### src/include/i2cm_settings.svh
// widths and bit timing of the i2c master
// included by the package, the rtl and the testbench before any use
`ifndef I2CM_SETTINGS_SVH
`define I2CM_SETTINGS_SVH

// byte count port width, i_num of 0 counts as 1
`define I2CM_NUM_WID      5

// bits per byte on the bus, ack bit comes after these
`define I2CM_BYTE_BITS    8

// register address width, 16-bit covers both address modes
`define I2CM_ADDR_WID     16

// scl phase counter width, four i2c_clk cycles per bit
`define I2CM_PHASE_WID    2

// bit counter width, must reach I2CM_BYTE_BITS for the ack bit
`define I2CM_BIT_CNT_WID  4

// index of the last bit slot of OP_START and OP_STOP (two slots, 8 cycles)
`define I2CM_SHORT_LAST   1

`endif
### src/logic/i2cm_pkg.sv
// shared types of the i2c master
// imported by wildcard in the module header of every rtl file
`include "i2cm_settings.svh"

package i2cm_pkg;

   // byte sequencer states, one per transaction step
   typedef enum logic [3:0] {
      IDLE,      // waiting for i_trg
      START,     // first start condition
      DEV_WR,    // device id, r/w = 0
      ADDR_HI,   // upper address byte, 16-bit mode only
      ADDR_LO,   // lower address byte
      WR_DATA,   // write data bytes
      RSTART,    // repeated start before a read
      DEV_RD,    // device id, r/w = 1
      RD_DATA,   // read data bytes
      STOP       // stop condition, then back to IDLE
   } i2cm_state_e;

   // bit engine operations
   typedef enum logic [2:0] {
      OP_START,    // start or repeated start shape, 8 cycles
      OP_TX_BYTE,  // 8 bits out, slave ack in, 36 cycles
      OP_RX_ACK,   // 8 bits in, master ack
      OP_RX_NACK,  // 8 bits in, master nack (last read byte)
      OP_STOP      // stop shape, 8 cycles
   } i2cm_bit_op_e;

   // one bus byte
   typedef logic [`I2CM_BYTE_BITS-1:0] i2cm_byte_t;

endpackage

### src/logic/i2cm_top.sv
// i2c master top, one write or random read per i_trg
// scl/sda are open-drain enables, 1 releases the line
`timescale 1ns/1ns
`include "i2cm_settings.svh"

module i2cm_top
   import i2cm_pkg::*;
(
   input  logic                       i2c_clk,
   input  logic                       i2c_rst_n,
   input  logic                       i_trg,
   input  logic [6:0]                 i_dev_id,
   input  logic                       i_addr16,
   input  logic [`I2CM_ADDR_WID-1:0]  i_addr,
   input  logic [`I2CM_NUM_WID-1:0]   i_num,
   input  logic                       i_rd,
   input  logic [`I2CM_BYTE_BITS-1:0] i_wr_data,
   input  logic                       i_sda,
   output logic                       o_scl_en,
   output logic                       o_sda_en,
   output logic                       o_wr_req,
   output logic [`I2CM_BYTE_BITS-1:0] o_rd_data,
   output logic                       o_rd_vld,
   output logic [`I2CM_ADDR_WID-1:0]  o_data_addr,
   output logic                       o_done,
   output logic                       o_nack
);

   i2cm_bit_op_e op;
   logic         op_go;
   i2cm_byte_t   tx_byte;
   logic         op_done;
   logic         ack_ok;
   logic         rx_bit_stb;
   logic         rx_bit;
   logic         rx_byte_end;
   logic         txn_end;
   logic         nack_seen;

   i2cm_byte_sequencer i_i2cm_byte_sequencer (
      .i2c_clk     (i2c_clk),
      .i2c_rst_n   (i2c_rst_n),
      .i_trg       (i_trg),
      .i_dev_id    (i_dev_id),
      .i_addr16    (i_addr16),
      .i_addr      (i_addr),
      .i_num       (i_num),
      .i_rd        (i_rd),
      .i_wr_data   (i_wr_data),
      .i_op_done   (op_done),
      .i_ack_ok    (ack_ok),
      .o_op        (op),
      .o_op_go     (op_go),
      .o_tx_byte   (tx_byte),
      .o_wr_req    (o_wr_req),
      .o_data_addr (o_data_addr),
      .o_txn_end   (txn_end),
      .o_nack_seen (nack_seen)
   );

   i2cm_bit_engine i_i2cm_bit_engine (
      .i2c_clk       (i2c_clk),
      .i2c_rst_n     (i2c_rst_n),
      .i_op          (op),
      .i_op_go       (op_go),
      .i_tx_byte     (tx_byte),
      .i_sda         (i_sda),
      .o_scl_en      (o_scl_en),
      .o_sda_en      (o_sda_en),
      .o_op_done     (op_done),
      .o_ack_ok      (ack_ok),
      .o_rx_bit_stb  (rx_bit_stb),
      .o_rx_bit      (rx_bit),
      .o_rx_byte_end (rx_byte_end)
   );

   i2cm_read_collect i_i2cm_read_collect (
      .i2c_clk       (i2c_clk),
      .i2c_rst_n     (i2c_rst_n),
      .i_rx_bit_stb  (rx_bit_stb),
      .i_rx_bit      (rx_bit),
      .i_rx_byte_end (rx_byte_end),
      .i_txn_end     (txn_end),
      .i_nack_seen   (nack_seen),
      .o_rd_data     (o_rd_data),
      .o_rd_vld      (o_rd_vld),
      .o_done        (o_done),
      .o_nack        (o_nack)
   );

endmodule

### src/logic/i2cm_read_collect.sv
// read side of the i2c master
// packs sampled bits into bytes and turns the transaction end into done/nack
`timescale 1ns/1ns
`include "i2cm_settings.svh"

module i2cm_read_collect
   import i2cm_pkg::*;
(
   input  logic                       i2c_clk,
   input  logic                       i2c_rst_n,
   input  logic                       i_rx_bit_stb,
   input  logic                       i_rx_bit,
   input  logic                       i_rx_byte_end,   // after the eighth bit
   input  logic                       i_txn_end,
   input  logic                       i_nack_seen,     // level, valid with i_txn_end
   output logic [`I2CM_BYTE_BITS-1:0] o_rd_data,
   output logic                       o_rd_vld,
   output logic                       o_done,
   output logic                       o_nack
);

   i2cm_byte_t rx_shift;

   // msb arrives first
   always_ff @(posedge i2c_clk) begin
      if (i_rx_bit_stb) begin
         rx_shift <= {rx_shift[`I2CM_BYTE_BITS-2:0], i_rx_bit};
      end
   end

   // byte held until the next one completes
   always_ff @(posedge i2c_clk) begin
      if (i_rx_byte_end) begin
         o_rd_data <= rx_shift;
      end
   end

   always_ff @(posedge i2c_clk or negedge i2c_rst_n) begin
      if (!i2c_rst_n) begin
         o_rd_vld <= 1'b0;
         o_done   <= 1'b0;
         o_nack   <= 1'b0;
      end else begin
         o_rd_vld <= i_rx_byte_end;             // one cycle, with o_rd_data
         o_done   <= i_txn_end;
         if (i_txn_end) begin
            o_nack <= i_nack_seen;               // kept until the next done
         end
      end
   end

endmodule

### src/logic/i2cm_bit_engine.sv
// bit level engine of the i2c master
// runs one op per i_op_go: start/stop shapes or a byte with its ack bit,
// scl high in phases 1 and 2, sda sampled at the end of phase 2
`timescale 1ns/1ns
`include "i2cm_settings.svh"

module i2cm_bit_engine
   import i2cm_pkg::*;
(
   input  logic                       i2c_clk,
   input  logic                       i2c_rst_n,
   input  i2cm_bit_op_e               i_op,
   input  logic                       i_op_go,
   input  logic [`I2CM_BYTE_BITS-1:0] i_tx_byte,
   input  logic                       i_sda,
   output logic                       o_scl_en,      // 1 = released
   output logic                       o_sda_en,      // 1 = released
   output logic                       o_op_done,
   output logic                       o_ack_ok,
   output logic                       o_rx_bit_stb,
   output logic                       o_rx_bit,
   output logic                       o_rx_byte_end
);

   logic                         busy;
   i2cm_bit_op_e                 op_q;
   logic [`I2CM_PHASE_WID-1:0]   phase;
   logic [`I2CM_BIT_CNT_WID-1:0] bit_cnt;         // 0..7 data, 8 = ack slot
   i2cm_byte_t                   shift;
   logic                         ack_q;
   logic                         scl_hold;        // line state kept between ops
   logic                         sda_hold;
   logic                         scl_cur;
   logic                         sda_cur;
   logic                         is_byte;
   logic                         is_rx;
   logic                         ack_bit;
   logic                         phase_last;
   logic                         sample;

   assign is_byte    = (op_q == OP_TX_BYTE) || is_rx;
   assign is_rx      = (op_q == OP_RX_ACK) || (op_q == OP_RX_NACK);
   assign ack_bit    = (bit_cnt == `I2CM_BIT_CNT_WID'(`I2CM_BYTE_BITS));
   assign phase_last = &phase;
   assign sample     = (phase == `I2CM_PHASE_WID'(2));   // end of scl high time

   // line shape for the current slot
   always_comb begin
      case (op_q)
         OP_START: begin
            scl_cur = bit_cnt[0] ^ phase[1];     // low, high x4, low
            sda_cur = ~bit_cnt[0];               // falls in the middle of scl high
         end
         OP_STOP: begin
            scl_cur = bit_cnt[0] | phase[1];     // low x2, then high
            sda_cur = bit_cnt[0];                // rises while scl is high
         end
         default: begin
            scl_cur = phase[0] ^ phase[1];
            if (!ack_bit) begin
               sda_cur = (op_q == OP_TX_BYTE) ? shift[`I2CM_BYTE_BITS-1] : 1'b1;
            end else begin
               sda_cur = (op_q != OP_RX_ACK);    // release for slave ack or our nack
            end
         end
      endcase
   end

   assign o_scl_en  = busy ? scl_cur : scl_hold;
   assign o_sda_en  = busy ? sda_cur : sda_hold;
   assign o_op_done = busy && phase_last &&
                      (is_byte ? ack_bit : (bit_cnt == `I2CM_BIT_CNT_WID'(`I2CM_SHORT_LAST)));
   assign o_ack_ok  = ack_q;

   assign o_rx_bit_stb  = busy && is_rx && !ack_bit && sample;
   assign o_rx_bit      = i_sda;
   assign o_rx_byte_end = busy && is_rx && phase_last &&
                          (bit_cnt == `I2CM_BIT_CNT_WID'(`I2CM_BYTE_BITS - 1));

   always_ff @(posedge i2c_clk or negedge i2c_rst_n) begin
      if (!i2c_rst_n) begin
         busy     <= 1'b0;
         op_q     <= OP_STOP;
         phase    <= '0;
         bit_cnt  <= '0;
         ack_q    <= 1'b0;
         scl_hold <= 1'b1;                       // bus idle
         sda_hold <= 1'b1;
      end else if (i_op_go) begin
         busy    <= 1'b1;
         op_q    <= i_op;
         phase   <= '0;
         bit_cnt <= '0;
      end else if (busy) begin
         phase    <= phase + 1'b1;
         scl_hold <= scl_cur;
         sda_hold <= sda_cur;
         if (phase_last) begin
            bit_cnt <= bit_cnt + 1'b1;
         end
         if (ack_bit && sample) begin
            ack_q <= ~i_sda;                     // slave pulls low to ack
         end
         if (o_op_done) begin
            busy <= 1'b0;
         end
      end
   end

   // tx byte, msb first, moves on at the end of every bit
   always_ff @(posedge i2c_clk) begin
      if (i_op_go) begin
         shift <= i_tx_byte;
      end else if (busy && phase_last) begin
         shift <= {shift[`I2CM_BYTE_BITS-2:0], 1'b0};
      end
   end

endmodule

### src/logic/i2cm_byte_sequencer.sv
// transaction fsm of the i2c master
// walks start, device id, address, data and stop, one bit engine op at a time,
// and keeps the register address and the remaining byte count
`timescale 1ns/1ns
`include "i2cm_settings.svh"

module i2cm_byte_sequencer
   import i2cm_pkg::*;
(
   input  logic                       i2c_clk,
   input  logic                       i2c_rst_n,
   input  logic                       i_trg,        // start pulse, only seen in IDLE
   input  logic [6:0]                 i_dev_id,
   input  logic                       i_addr16,     // 0 = 8-bit register address
   input  logic [`I2CM_ADDR_WID-1:0]  i_addr,
   input  logic [`I2CM_NUM_WID-1:0]   i_num,
   input  logic                       i_rd,
   input  logic [`I2CM_BYTE_BITS-1:0] i_wr_data,    // taken when o_wr_req is high
   input  logic                       i_op_done,
   input  logic                       i_ack_ok,     // valid with i_op_done
   output i2cm_bit_op_e               o_op,
   output logic                       o_op_go,
   output logic [`I2CM_BYTE_BITS-1:0] o_tx_byte,
   output logic                       o_wr_req,
   output logic [`I2CM_ADDR_WID-1:0]  o_data_addr,
   output logic                       o_txn_end,
   output logic                       o_nack_seen
);

   i2cm_state_e              state;
   i2cm_state_e              nxt_state;
   logic [6:0]               dev_id_q;
   logic                     addr16_q;
   logic                     rd_q;
   logic [`I2CM_NUM_WID-1:0] rem_cnt;             // bytes still to move, incl. current
   logic                     last_byte;
   logic                     data_byte;
   logic                     tx_nack;

   assign last_byte = (rem_cnt == `I2CM_NUM_WID'(1));
   assign data_byte = (state == WR_DATA) || (state == RD_DATA);
   assign tx_nack   = (o_op == OP_TX_BYTE) && !i_ack_ok;   // only meaningful with op_done

   // op and byte follow the state, the engine latches them on o_op_go
   always_comb begin
      o_op      = OP_STOP;
      o_tx_byte = '0;
      case (state)
         START, RSTART: o_op = OP_START;
         DEV_WR: begin
            o_op      = OP_TX_BYTE;
            o_tx_byte = {dev_id_q, 1'b0};
         end
         DEV_RD: begin
            o_op      = OP_TX_BYTE;
            o_tx_byte = {dev_id_q, 1'b1};
         end
         ADDR_HI: begin
            o_op      = OP_TX_BYTE;
            o_tx_byte = o_data_addr[`I2CM_ADDR_WID-1 -: `I2CM_BYTE_BITS];
         end
         ADDR_LO: begin
            o_op      = OP_TX_BYTE;
            o_tx_byte = o_data_addr[`I2CM_BYTE_BITS-1:0];
         end
         WR_DATA: begin
            o_op      = OP_TX_BYTE;
            o_tx_byte = i_wr_data;                  // sampled in the o_op_go cycle
         end
         RD_DATA: o_op = last_byte ? OP_RX_NACK : OP_RX_ACK;
         default: o_op = OP_STOP;
      endcase
   end

   always_comb begin
      nxt_state = state;
      case (state)
         START:   nxt_state = DEV_WR;
         DEV_WR:  nxt_state = addr16_q ? ADDR_HI : ADDR_LO;
         ADDR_HI: nxt_state = ADDR_LO;
         ADDR_LO: nxt_state = rd_q ? RSTART : WR_DATA;
         WR_DATA: nxt_state = last_byte ? STOP : WR_DATA;
         RSTART:  nxt_state = DEV_RD;
         DEV_RD:  nxt_state = RD_DATA;
         RD_DATA: nxt_state = last_byte ? STOP : RD_DATA;
         default: nxt_state = IDLE;                // STOP ends here
      endcase
      if (tx_nack) begin
         nxt_state = STOP;                         // slave refused a byte
      end
   end

   always_ff @(posedge i2c_clk or negedge i2c_rst_n) begin
      if (!i2c_rst_n) begin
         state       <= IDLE;
         o_op_go     <= 1'b0;
         o_nack_seen <= 1'b0;
         rem_cnt     <= '0;
         o_data_addr <= '0;
      end else begin
         o_op_go <= 1'b0;
         if ((state == IDLE) && i_trg) begin
            state       <= START;
            o_op_go     <= 1'b1;
            o_nack_seen <= 1'b0;
            o_data_addr <= i_addr;
            rem_cnt     <= (i_num == '0) ? `I2CM_NUM_WID'(1) : i_num;
         end else if (i_op_done) begin
            state   <= nxt_state;
            o_op_go <= (nxt_state != IDLE);      // next op one cycle after done
            if (tx_nack) begin
               o_nack_seen <= 1'b1;
            end
            if (data_byte && !tx_nack) begin
               rem_cnt     <= rem_cnt - 1'b1;
               o_data_addr <= o_data_addr + 1'b1;   // next register
            end
         end
      end
   end

   // command fields, held for the whole transaction
   always_ff @(posedge i2c_clk) begin
      if ((state == IDLE) && i_trg) begin
         dev_id_q <= i_dev_id;
         addr16_q <= i_addr16;
         rd_q     <= i_rd;
      end
   end

   assign o_wr_req  = o_op_go && (state == WR_DATA);
   assign o_txn_end = i_op_done && (state == STOP);

endmodule

### config.mk
export PLATFORM = sky130hd
export DESIGN_NAME = i2cm_top
export DESIGN_NICKNAME = d
export VERILOG_FILES = /design/src/logic/i2cm_pkg.sv /design/src/logic/i2cm_top.sv /design/src/logic/i2cm_read_collect.sv /design/src/logic/i2cm_bit_engine.sv /design/src/logic/i2cm_byte_sequencer.sv
export VERILOG_INCLUDE_DIRS = /design/src /design/src/include
export SDC_FILE = /design/constraint.sdc
export NUM_CORES = 1
export LEC_CHECK = 0
export ABC_CLOCK_PERIOD_IN_PS = 4100
export BUFFER_PORTS_ARGS = -buffer_cell sky130_fd_sc_hd__buf_2
export CAP_MARGIN = 15
export CORE_UTILIZATION = 35
export CTS_BUF_LIST = sky130_fd_sc_hd__clkbuf_4 sky130_fd_sc_hd__clkbuf_8 sky130_fd_sc_hd__clkbuf_16
export CTS_CLUSTER_SIZE = 30
export DETAILED_ROUTE_END_ITERATION = 8
export HOLD_SLACK_MARGIN = 0.02
export SYNTH_ARGS = -nofsm -noshare
export SYNTH_HDL_FRONTEND = slang
export SYNTH_SLANG_ARGS = --single-unit
### constraint.sdc
create_clock -name i2c_clk -period 4.1 [get_ports i2c_clk]
set_clock_uncertainty 0.1 [all_clocks]
set_input_delay 0.82 -clock i2c_clk [delete_from_list [all_inputs] [get_ports i2c_clk]]
set_output_delay 0.82 -clock i2c_clk [all_outputs]
set_load 0.01 [all_outputs]
### Word-level counts from Yosys, hierarchy flattened

Index checks and enable logic that the tools add are counted.

| word-level totals | value |
|---|---|
| logic and storage cells | 127 |
| flip-flop bits (word level) | 76 |
| output and inout port bits | 30 |

| cells by class | value |
|---|---|
| bitwise operators | 6 |
| mux-type cells | 40 |
| equal/unequal tests | 20 |
| add/sub/neg operators | 4 |
| reductions and logical operators | 36 |

Operator list:

| cell | number |
|---|---|
| $mux 16 | 3 |
| $pmux 8 s5 | 1 |
| $pmux 4 s8 | 1 |
| $mux 4 | 7 |
| $eq 4x3->1 const B | 5 |
| $mux 5 | 4 |
| $add 16x1->16 const B | 1 |
| $mux 8 | 2 |
| $mux 1 | 15 |
| $logic_and 1x1->1 | 13 |
| $eq 4x4->1 const B | 3 |
| $reduce_bool 2->1 | 6 |
| $pmux 3 s3 | 1 |
| $eq 4x1->1 const B | 2 |
| $eq 4x2->1 const B | 2 |
| $reduce_and 2->1 | 4 |
| $eq 3x1->1 const B | 2 |
| $eq 3x2->1 const B | 2 |
| $mux 2 | 3 |
| $eq 5x1->1 const B | 1 |
| $logic_not 5->1 | 1 |
| $reduce_or 5->1 | 1 |
| $sub 5x1->5 const B | 1 |
| $add 4x1->4 const B | 1 |
| other kinds (16) | 24 |

### Depth between registers and ports, before layout

Gate-level depths: netlist of the first run.

| depth | value |
|---|---|
| depth after elaboration | 10 |
| gate-level depth with buffers | 9 |

### By module

From an unflattened synthesis of the first run, not the netlist that was laid out.

| second synthesis, totals | value |
|---|---|
| cells, all modules | 388 |
| area, all modules | 4103.9 um^2 |

By module, submodules not included:

| module | cells an instance | area an instance (um^2) | times used |
|---|---|---|---|
| i2cm_byte_sequencer | 267 | 2389.8 | 1 |
| i2cm_bit_engine | 101 | 1143.6 | 1 |
| i2cm_read_collect | 20 | 570.5 | 1 |

### Worst setup path after synthesis of the first run

OpenSTA, ideal clock, no wires.

| timing | value |
|---|---|
| kind | register -> output |
| start | register i_i2cm_bit_engine.bit_cnt[0] |
| end | output port o_sda_en |
| data arrival time | 1.673 ns |
| cell stages (with the launch flop) | 9 |
| data required time | 3.180 ns |
| path slack | 1.507 ns |
| path buffers | 1 |
| path through | dfrtp_1 -> clkbuf_1 -> inv_1 -> ha_1 -> and3b_4 -> o31a_2 -> o21ai_0 -> nand3_1 -> o21a_1 |

| on the way | value |
|---|---|
| longest elaborated chain between the ends | 4 |
| elaborated cells between the ends (all ways) | 5 |
| those cells by class | eq/ne (1); mux (3); bitwise (1) |

Ends and longest elaborated chain:

| item | RTL line | text |
|---|---|---|
| from (decl) | i2cm_bit_engine.sv:28 | `` logic [`I2CM_BIT_CNT_WID-1:0] bit_cnt; `` |
| from (signal assigned) | i2cm_bit_engine.sv:99 | `bit_cnt <= bit_cnt + 1'b1;` |
| $eq 4x4->1 | i2cm_bit_engine.sv:43 | `` assign ack_bit = (bit_cnt == `I2CM_BIT_CNT_WID'(`I2CM_BYTE_BITS)); `` |
| $mux 1 | i2cm_bit_engine.sv:60 | `if (!ack_bit) begin` |
| $pmux 1 s2 * | i2cm_bit_engine.sv:49 | `case (op_q)` |
| $mux 1 * | n/a |  |
| to (decl) | i2cm_top.sv:20 | `output logic o_sda_en,` |

Mark *: on every way between the ends. The rest lies on a longest branch, timed or not.

### Worst setup path after layout of the first run

Same ends and word-level chain as after synthesis.

==> impl_metrics.json, run 1 <==
{
  "status": "finished, final reports clean",
  "synth_nets": 418,
  "r2r_slack_ns": 1.41,
  "min_period_over_period_pct": 74.3,
  "p_leak_nw": 1.86,
  "diodes": 0,
  "slew_viol_final": 0,
  "peakVddDrop_uv": 302,
  "first_global_vias": 2987,
  "wl_per_cell_um": 16.5,
  "initial_utilization_pct": 35.9,
  "clockBufferDepth": 2,
  "port_buffers": 71,
  "yosysWarnings": 0,
  "critPathArrivalTime_ns": 2.13,
  "path_class": "reg2out",
  "cts_setup_buffers": 0,
  "cp_cell_sequence": "inv_1, ha_1, and3b_4, o31a_2, o21ai_0, nand3_1, o21a_1, buf_2",
  "area.growth.synth_to_final_pct": 18.0,
  "viasPerCell": 5.55,
  "ctsHoldBuffers": 0,
  "rsz0062_at_grt": "false",
  "grt_pass1_wl_um": 15300,
  "start_kind": "flop",
  "rows": 38,
  "fin_tns_setup_ns": 0,
  "grt_max_degree": 44,
  "ant_nets": 0,
  "yosys.cell_types.count": 64,
  "track_usage_pct": 17.4,
  "die_area_mm2": 0.0115,
  "dr.pass1.iters": 7,
  "path_buf_inv": 2,
  "crit_slowest_cell": "dfrtp_1",
  "gp_congestion": 0.820,
  "ys_seq_area_share_pct": 53.2,
  "cp_slowest_stage_delay_ns": 0.49,
  "finalSetupViolCount": 0,
  "drive_gt1_share_pct": 25.7,
  "io_pins": 72,
  "vias": 3215,
  "core_mm2": 0.0108,
  "final_common_cell": "buf_2",
  "ys_ff_latch": 76,
  "syn_area_per_cell_um2": 10.6,
  "dpl.hpwl_um": 6630,
  "powerDensity_mw_per_mm2": 661,
  "slew_headroom_pct": 27.9,
  "fin_nets": 484,
  "r2r_end": "i_i2cm_byte_sequencer.o_data_addr[6]",
  "critical_path_required_ns": 3.18,
  "maxCapViolCount": 0,
  "cts_resized": 0,
  "cts.reportedPaths.clkPinSlew_ns": 0.08,
  "end_kind": "output port",
  "root_buffer": "clkbuf_8",
  "routed_wl_um": 9540,
  "fin_crit_ns": 3.05,
  "cp_max_fo": 8,
  "antenna_found_initial": 0,
  "synth_edf_count": 33,
  "tritoncts": "done",
  "clock_latency_ns": 0.35,
  "die_w_um": 107,
  "r2r_start": "i_i2cm_byte_sequencer.state[2]",
  "async_reset_ff_share_pct": 56.6,
  "clkSinkCount": 76,
  "syn-instance-count": 368,
  "drt_iter0_drc": 184,
  "drc": 0,
  "die_y_um": 107,
  "globalRouteOverflowTotal": 0,
  "path_delay_family": "compound AO/OA/AOI/OAI gates",
  "power_mw": 3.03,
  "r2r_cells": 7,
  "final_cell_mix": "buf_2, dfrtp_1, nand2_1, edfxtp_1, nor2_1",
  "cts_max_level": 3,
  "synth_flop_cell": "dfrtp_1",
  "syn_area_mm2": 0.00389,
  "worstHoldPathType": "in2async",
  "numCtsBuffers": 9,
  "hold_violations": 0,
  "worst_slew_pin_slew_ns": 1.07,
  "fmax_mhz": 328
}
## power breakdown
part | internal, mW | leakage (nW) | total (mW) | switching, mW
logic | 0.490 | 0.921 | 1.05 | 0.556
clock network | 0.349 | 0.106 | 0.633 | 0.283
registers | 1.04 | 0.832 | 1.36 | 0.320
total | 1.88 | 1.86 | 3.03 | 1.16
## cells by family (layout without fill, tap and decap cells)
group,after synthesis,in the layout,share of synthesized area (%)
buffers and inverters,31,102,3.63
flip-flops,76,76,53.2
AO/OA/AOI/OAI,93,93,16.8
XOR/XNOR,6,6,1.35
AND/OR/NAND/NOR,144,144,19.4
multiplexers,10,10,2.99
adder cells (fa/ha/maj),8,8,2.57
## state kept, by name, summed over array words and instances (netlist names), 2 cells and up
| register | count |
|---|---|
| i_i2cm_bit_engine.shift | 8 |
| i_i2cm_bit_engine.phase | 2 |
| i_i2cm_byte_sequencer.o_data_addr | 16 |
| i_i2cm_bit_engine.bit_cnt | 4 |
| i_i2cm_bit_engine.op_q | 3 |
| i_i2cm_byte_sequencer.rem_cnt | 5 |
| i_i2cm_byte_sequencer.state | 4 |
| i_i2cm_byte_sequencer.dev_id_q | 7 |
| i_i2cm_read_collect.rx_shift | 8 |
| i_i2cm_read_collect.o_rd_data | 8 |
## cell type report
type / count / area (um2)
Sequential cell: 76 / 2070
Timing Repair Buffer: 77 / 413
Fill cell: 1080 / 6250
Inverter: 9 / 33.8
Clock inverter: 6 / 88.8
Clock buffer: 10 / 131
Multi-Input combinational cell: 261 / 1680
Tap cell: 140 / 175
## how the worst max path moves through the flow
stage / slack [ns] / cells past startpoint / start / end
after CTS: 1.02 / 8 / i_i2cm_bit_engine.bit_cnt[0] / o_sda_en
final: 1.05 / 8 / i_i2cm_bit_engine.bit_cnt[0] / o_sda_en
after floorplan: 1.51 / 8 / i_i2cm_bit_engine.bit_cnt[0] / o_sda_en
after global routing: 0.91 / 8 / i_i2cm_bit_engine.bit_cnt[0] / o_sda_en
after detailed placement: 1.34 / 7 / i_trg / i_i2cm_byte_sequencer.o_data_addr[6]
after global placement: 1.37 / 7 / i_trg / i_i2cm_byte_sequencer.o_data_addr[6]
## layer usage
layer  vias to the layer above  share of wire, %  global-route usage [%]
li1                       1519                 -                       -
met5                         -                 0                       0
met1                      1553                45                    22.7
met2                       131                48                    28.3
met4                         0               1.2                    5.09
met3                        12               6.1                    4.54
## per-stage QoR
step	area (um2)	utilization, %	cells	hold WS, ns	worst slack (ns)
after global routing	4590	42.3	579	0.171	0.907
after CTS	4570	42.2	578	0.325	1.02
after global placement	4350	40.1	562	0.302	1.37
after floorplan	3890	-	368	0.300	1.51
final	4590	42.3	579	0.194	1.05
after detailed placement	4350	40.1	562	0.306	1.34
## worst reg2reg max path: cells and delay by family (launching register included)
kind / cells / cell delay (ns)
simple gates: 4 / 0.80
buf+inv: 3 / 0.99
flops: 1 / 0.73
## Yosys cell counts (2+ instances only)
library cell	instances	area share [%]
nand4_1	4	0.64
inv_1	9	0.87
nor4_1	4	0.64
a222oi_1	7	1.8
edfxtp_1	33	25
nor2b_1	8	1.3
nand2b_1	5	0.80
o31a_1	2	0.45
or2_2	2	0.32
a31oi_1	11	1.8
or4_1	2	0.39
nor3b_1	2	0.39
o22ai_1	4	0.64
a311oi_1	2	0.45
a2111oi_0	2	0.45
o21a_1	2	0.39
o211ai_1	10	1.9
buf_4	2	0.39
o21ai_0	17	2.2
xnor2_1	4	0.90
nor3_1	5	0.64
ha_1	8	2.6
o31ai_1	2	0.39
and2_1	3	0.48
dfrtp_1	40	26
mux2_4	2	0.77
mux2i_1	3	0.77
nor2_1	31	3.0
nor4b_1	4	0.90
a221o_1	4	1.0
nand2_1	39	3.8
o311ai_1	2	0.45
a21oi_1	15	1.9
buf_2	8	1.0
mux2_2	5	1.4
dfstp_2	3	2.0
a211oi_1	2	0.39
nand4b_1	2	0.45
clkbuf_1	10	0.97
and3_1	3	0.48
nand3_1	19	2.4
a32o_1	3	0.77
xor2_1	2	0.45
(Power assumes the default switching activity.)
==> run 2: changes to the inputs <==
Settings changed: ABC_CLOCK_PERIOD_IN_PS 4100 to 3010.
Clock period 4.1 ns to 3.01 ns, I/O delays scaled along.
==> impl_metrics.json, run 2 (synthesis results as in run 1) <==
{
  "clockBufferDepth": 2,
  "path_delay_family": "compound AO/OA/AOI/OAI gates",
  "clockPowerShare_pct": 21.3,
  "dp_cells": 570,
  "dr.pass1.iters": 6,
  "fin_nets": 491,
  "worst_slew_pin_slew_ns": 1.01,
  "routed_wl_um": 9600,
  "cp_cell_sequence": "inv_1, ha_1, and3b_4, o31a_2, o21ai_0, nand3_1, o21a_1, buf_2",
  "fin_crit_ns": 2.86,
  "worstHoldPathType": "in2async",
  "core_mm2": 0.0108,
  "cp.depth": 8,
  "rows": 38,
  "grt_max_degree": 43,
  "rsz0062_at_grt": "false",
  "cp_max_fo": 8,
  "regMostFlops": "i_i2cm_byte_sequencer.o_data_addr",
  "pwr-share-seq_pct": 43.0,
  "fmax_mhz": 350,
  "finalSetupViolCount": 0,
  "grt_pass1_wl_um": 16000,
  "cp_slowest_stage_delay_ns": 0.50,
  "peakVddDrop_uv": 350,
  "antenna_found_initial": 0,
  "slew_viol_final": 0,
  "final_cell_mix": "buf_2, dfrtp_1, nand2_1, edfxtp_1, nor2_1",
  "initial_utilization_pct": 35.9,
  "instances_no_fill": 586,
  "die_y_um": 107,
  "track_usage_pct": 18.2,
  "cts_setup_buffers": 0,
  "r2r_cells": 8,
  "area.growth.synth_to_final_pct": 19.1,
  "root_buffer": "clkbuf_8",
  "final_common_cell": "buf_2",
  "numCtsBuffers": 9,
  "drive_gt1_share_pct": 26.9,
  "first_global_vias": 3204,
  "tritoncts": "done",
  "viasPerCell": 5.56,
  "largest_register_ffs": 16,
  "die_w_um": 107,
  "slew_headroom_pct": 32.7,
  "io_pins": 72,
  "maxCapViolCount": 0,
  "clkSinkCount": 76,
  "hold_violations": 0,
  "path_class": "reg2out",
  "fin_tns_setup_ns": 0,
  "wl_per_cell_um": 16.4,
  "cts_max_level": 3,
  "p_comb_share_pct": 35.8,
  "port_buffers": 71,
  "clock_latency_ns": 0.37,
  "power_switching_mw": 1.61,
  "gp_congestion": 0.803,
  "path_buf_inv": 2,
  "ant_nets": 0,
  "crit_slowest_cell": "dfrtp_1",
  "p_leak_nw": 1.89,
  "drt_iter0_drc": 178,
  "end_kind": "output port",
  "powerDensity_mw_per_mm2": 903,
  "ctsHoldBuffers": 0,
  "swShare_pct": 38.4,
  "drc": 0,
  "start_kind": "flop",
  "globalRouteOverflowTotal": 0,
  "vias": 3259,
  "min_period_over_period_pct": 95.0,
  "cellInternalPower_mw": 2.58,
  "cts_resized": 0,
  "dpl.hpwl_um": 6710,
  "diodes": 0,
  "die_area_mm2": 0.0115,
  "status": "finished, final reports clean",
  "critical_path_required_ns": 2.31,
  "critPathArrivalTime_ns": 2.16,
  "cts.reportedPaths.clkPinSlew_ns": 0.09
}
run 2: final timing paths:
kind	start	to	slack (ns)
min in group i2c_clk	i_dev_id[4]	i_i2cm_byte_sequencer.dev_id_q[4]	0.31
worst min-delay path	i2c_rst_n	i_i2cm_byte_sequencer.o_data_addr[0]	0.31
worst max-delay path	i_i2cm_bit_engine.bit_cnt[0]	o_sda_en	0.15
worst min register to register	i_i2cm_read_collect.rx_shift[7]	i_i2cm_read_collect.o_rd_data[7]	0.33
worst max register to register	i_i2cm_bit_engine.bit_cnt[0]	i_i2cm_byte_sequencer.rem_cnt[2]	0.73
max in group asynchronous	i2c_rst_n	i_i2cm_bit_engine.sda_hold	1.79
run 2: final cells by class:
| type | count | area [um2] |
|---|---|---|
| repair buffers | 84 | 453 |
| inverters | 9 | 33.8 |
| flip-flops and latches | 76 | 2070 |
| multi-input cells | 261 | 1680 |
| clock buffers | 9 | 124 |
| fillers | 1067 | 6210 |
| well taps | 140 | 175 |
| clock inverters | 7 | 98.8 |
run 2: power by group through the flow:
stage / sequential (mW) / combinational, mW / clock, mW
floorplan: 1.67 / 1.15 / 0
global placement: 1.80 / 1.47 / 0
detailed placement: 1.81 / 1.50 / 0
CTS: 1.79 / 1.51 / 0.916
global route: 1.86 / 1.69 / 0.964
finish: 1.80 / 1.50 / 0.890
run 2: through the flow:
stage	hold slack, ns	total power [mW]	util [%]	cell area (um2)	setup WS, ns
CTS	0.289	4.21	42.7	4630	0.126
global placement	0.302	3.27	40.7	4410	0.576
detailed placement	0.306	3.31	40.7	4410	0.535
floorplan	0.206	2.82	-	3890	0.635
finish	0.307	4.18	42.7	4630	0.152
global route	0.287	4.51	42.7	4630	0.00105
run 2: per-layer routing:
layer  vias up  GRT usage [%]  wire [um]
li1       1539              -          -
met5         -              0          0
met1      1565           23.1       4240
met2       136           29.4       4430
met4         0           9.59        259
met3        19           3.69        667
==> run 3: changes to the inputs <==
Settings changed: RECOVER_POWER set to 100.
==> impl_metrics.json, run 3 (synthesis results as in run 1) <==
{
  "status": "finished, violations left",
  "violations": "max-capacitance violations, max-slew violations",
  "clkSinkCount": 76,
  "largest_register_ffs": 16,
  "globalRouteOverflowTotal": 0,
  "p_comb_share_pct": 35.0,
  "p_leak_nw": 1.76,
  "fin_crit_ns": 2.86,
  "die_y_um": 107,
  "powerDensity_mw_per_mm2": 908,
  "io_pins": 72,
  "path_class": "reg2out",
  "cts_resized": 0,
  "dp_slack_ns": 0.535,
  "drt_iter0_drc": 171,
  "area.growth.synth_to_final_pct": 17.0,
  "drc": 0,
  "gp_congestion": 0.803,
  "regMostFlops": "i_i2cm_byte_sequencer.o_data_addr",
  "worst_slew_pin_slew_ns": 2.46,
  "maxCapViolCount": 1,
  "cts_setup_buffers": 0,
  "hold_violations": 0,
  "min_period_over_period_pct": 95.0,
  "port_buffers": 71,
  "tritoncts": "done",
  "end_kind": "output port",
  "viasPerCell": 5.49,
  "fin_nets": 491,
  "drive_gt1_share_pct": 17.5,
  "fin_ws_ns": 0.151,
  "numCtsBuffers": 9,
  "die_w_um": 107,
  "wl_per_cell_um": 16.3,
  "vias": 3216,
  "grt_pass1_wl_um": 16000,
  "ant_nets": 0,
  "cts.reportedPaths.clkPinSlew_ns": 0.09,
  "critical_path_required_ns": 2.31,
  "initial_utilization_pct": 35.9,
  "antenna_found_initial": 0,
  "rsz0062_at_grt": "false",
  "cellInternalPower_mw": 2.53,
  "routed_wl_um": 9570,
  "dpl.hpwl_um": 6710,
  "root_buffer": "clkbuf_8",
  "diodes": 0,
  "fill_cells": 1097,
  "critPathArrivalTime_ns": 2.16,
  "whs_ns": 0.307,
  "swShare_pct": 38.7,
  "worstHoldPathType": "in2reg",
  "first_global_vias": 3204,
  "die_area_mm2": 0.0115,
  "cts_max_level": 3,
  "fmax_mhz": 350,
  "dr.pass1.iters": 4,
  "start_kind": "flop",
  "fin_tns_setup_ns": 0,
  "ctsHoldBuffers": 0,
  "finalSetupViolCount": 0,
  "fin_area_mm2": 0.00455,
  "slew_headroom_pct": -63.7,
  "cp_max_fo": 8,
  "final_cell_mix": "buf_2, dfrtp_1, nand2_1, clkbuf_1, edfxtp_1",
  "power_switching_mw": 1.60,
  "clockBufferDepth": 2,
  "final_common_cell": "buf_2",
  "clockPowerShare_pct": 21.6,
  "grt_max_degree": 43,
  "rows": 38,
  "track_usage_pct": 18.2,
  "core_mm2": 0.0108,
  "clock_latency_ns": 0.37,
  "slew_viol_final": 43,
  "pwr-share-seq_pct": 43.5,
  "peakVddDrop_uv": 331,
  "post_dp_cell_area_mm2": 0.00441
}
run 3: cell type report:
cell class	instances	area, um2	area share [%]
multi-input combinational	261	1660	36.4
sequential	76	2070	45.5
timing repair buffer	84	392	8.61
clock inverter	7	98.8	2.17
clock buffer	9	124	2.72
tap	140	175	3.85
inverter	9	33.8	0.742
run 3: path summary, 6_finish.rpt:
| path | startpoint | end | slack (ns) | cells past startpoint |
|---|---|---|---|---|
| max | i_i2cm_bit_engine.bit_cnt[0] | o_sda_en | 0.15 | 8 |
| min | i_dev_id[4] | i_i2cm_byte_sequencer.dev_id_q[4] | 0.31 | 1 |
| max reg2reg | i_i2cm_bit_engine.bit_cnt[0] | i_i2cm_byte_sequencer.o_data_addr[1] | 0.34 | 7 |
| min reg2reg | i_i2cm_read_collect.rx_shift[7] | i_i2cm_read_collect.o_rd_data[7] | 0.33 | 0 |
| max in group asynchronous | i2c_rst_n | i_i2cm_read_collect.o_nack | 0.53 | 1 |
| min in group asynchronous | i2c_rst_n | i_i2cm_byte_sequencer.o_data_addr[0] | 0.89 | 1 |
run 3: critical path: stages, from the launching register on:
cell,delay (ns)
dfrtp_1,0.50
inv_1,0.08
ha_1,0.20
and3b_4,0.21
o31a_2,0.28
o21ai_0,0.16
nand3_1,0.12
o21a_1,0.13
buf_2,0.13
run 3: metal layers:
metal / vias up / global-route usage (%) / part of all wire [%] / routed length, um
met2: 122 / 29.4 / 46 / 4380
met1: 1539 / 23.1 / 45 / 4330
met3: 17 / 3.69 / 6.4 / 612
li1: 1538 / - / - / -
met4: 0 / 9.59 / 2.6 / 246
met5: - / 0 / 0 / 0
run 3: through the flow:
stage	util (%)	std cells	total power [mW]
2_1_floorplan	-	368	2.82
3_3_place_gp	40.7	570	3.27
3_5_place_dp	40.7	570	3.31
4_1_cts	42.7	586	4.21
5_1_grt	42.0	586	4.45
6_report	42.0	586	4.13
run 3: power groups by stage:
stage	registers, mW	clock network, mW	logic (mW)
2_1_floorplan	1.67	0	1.15
3_3_place_gp	1.80	0	1.47
3_5_place_dp	1.81	0	1.50
4_1_cts	1.79	0.916	1.51
5_1_grt	1.85	0.964	1.64
6_report	1.80	0.891	1.44
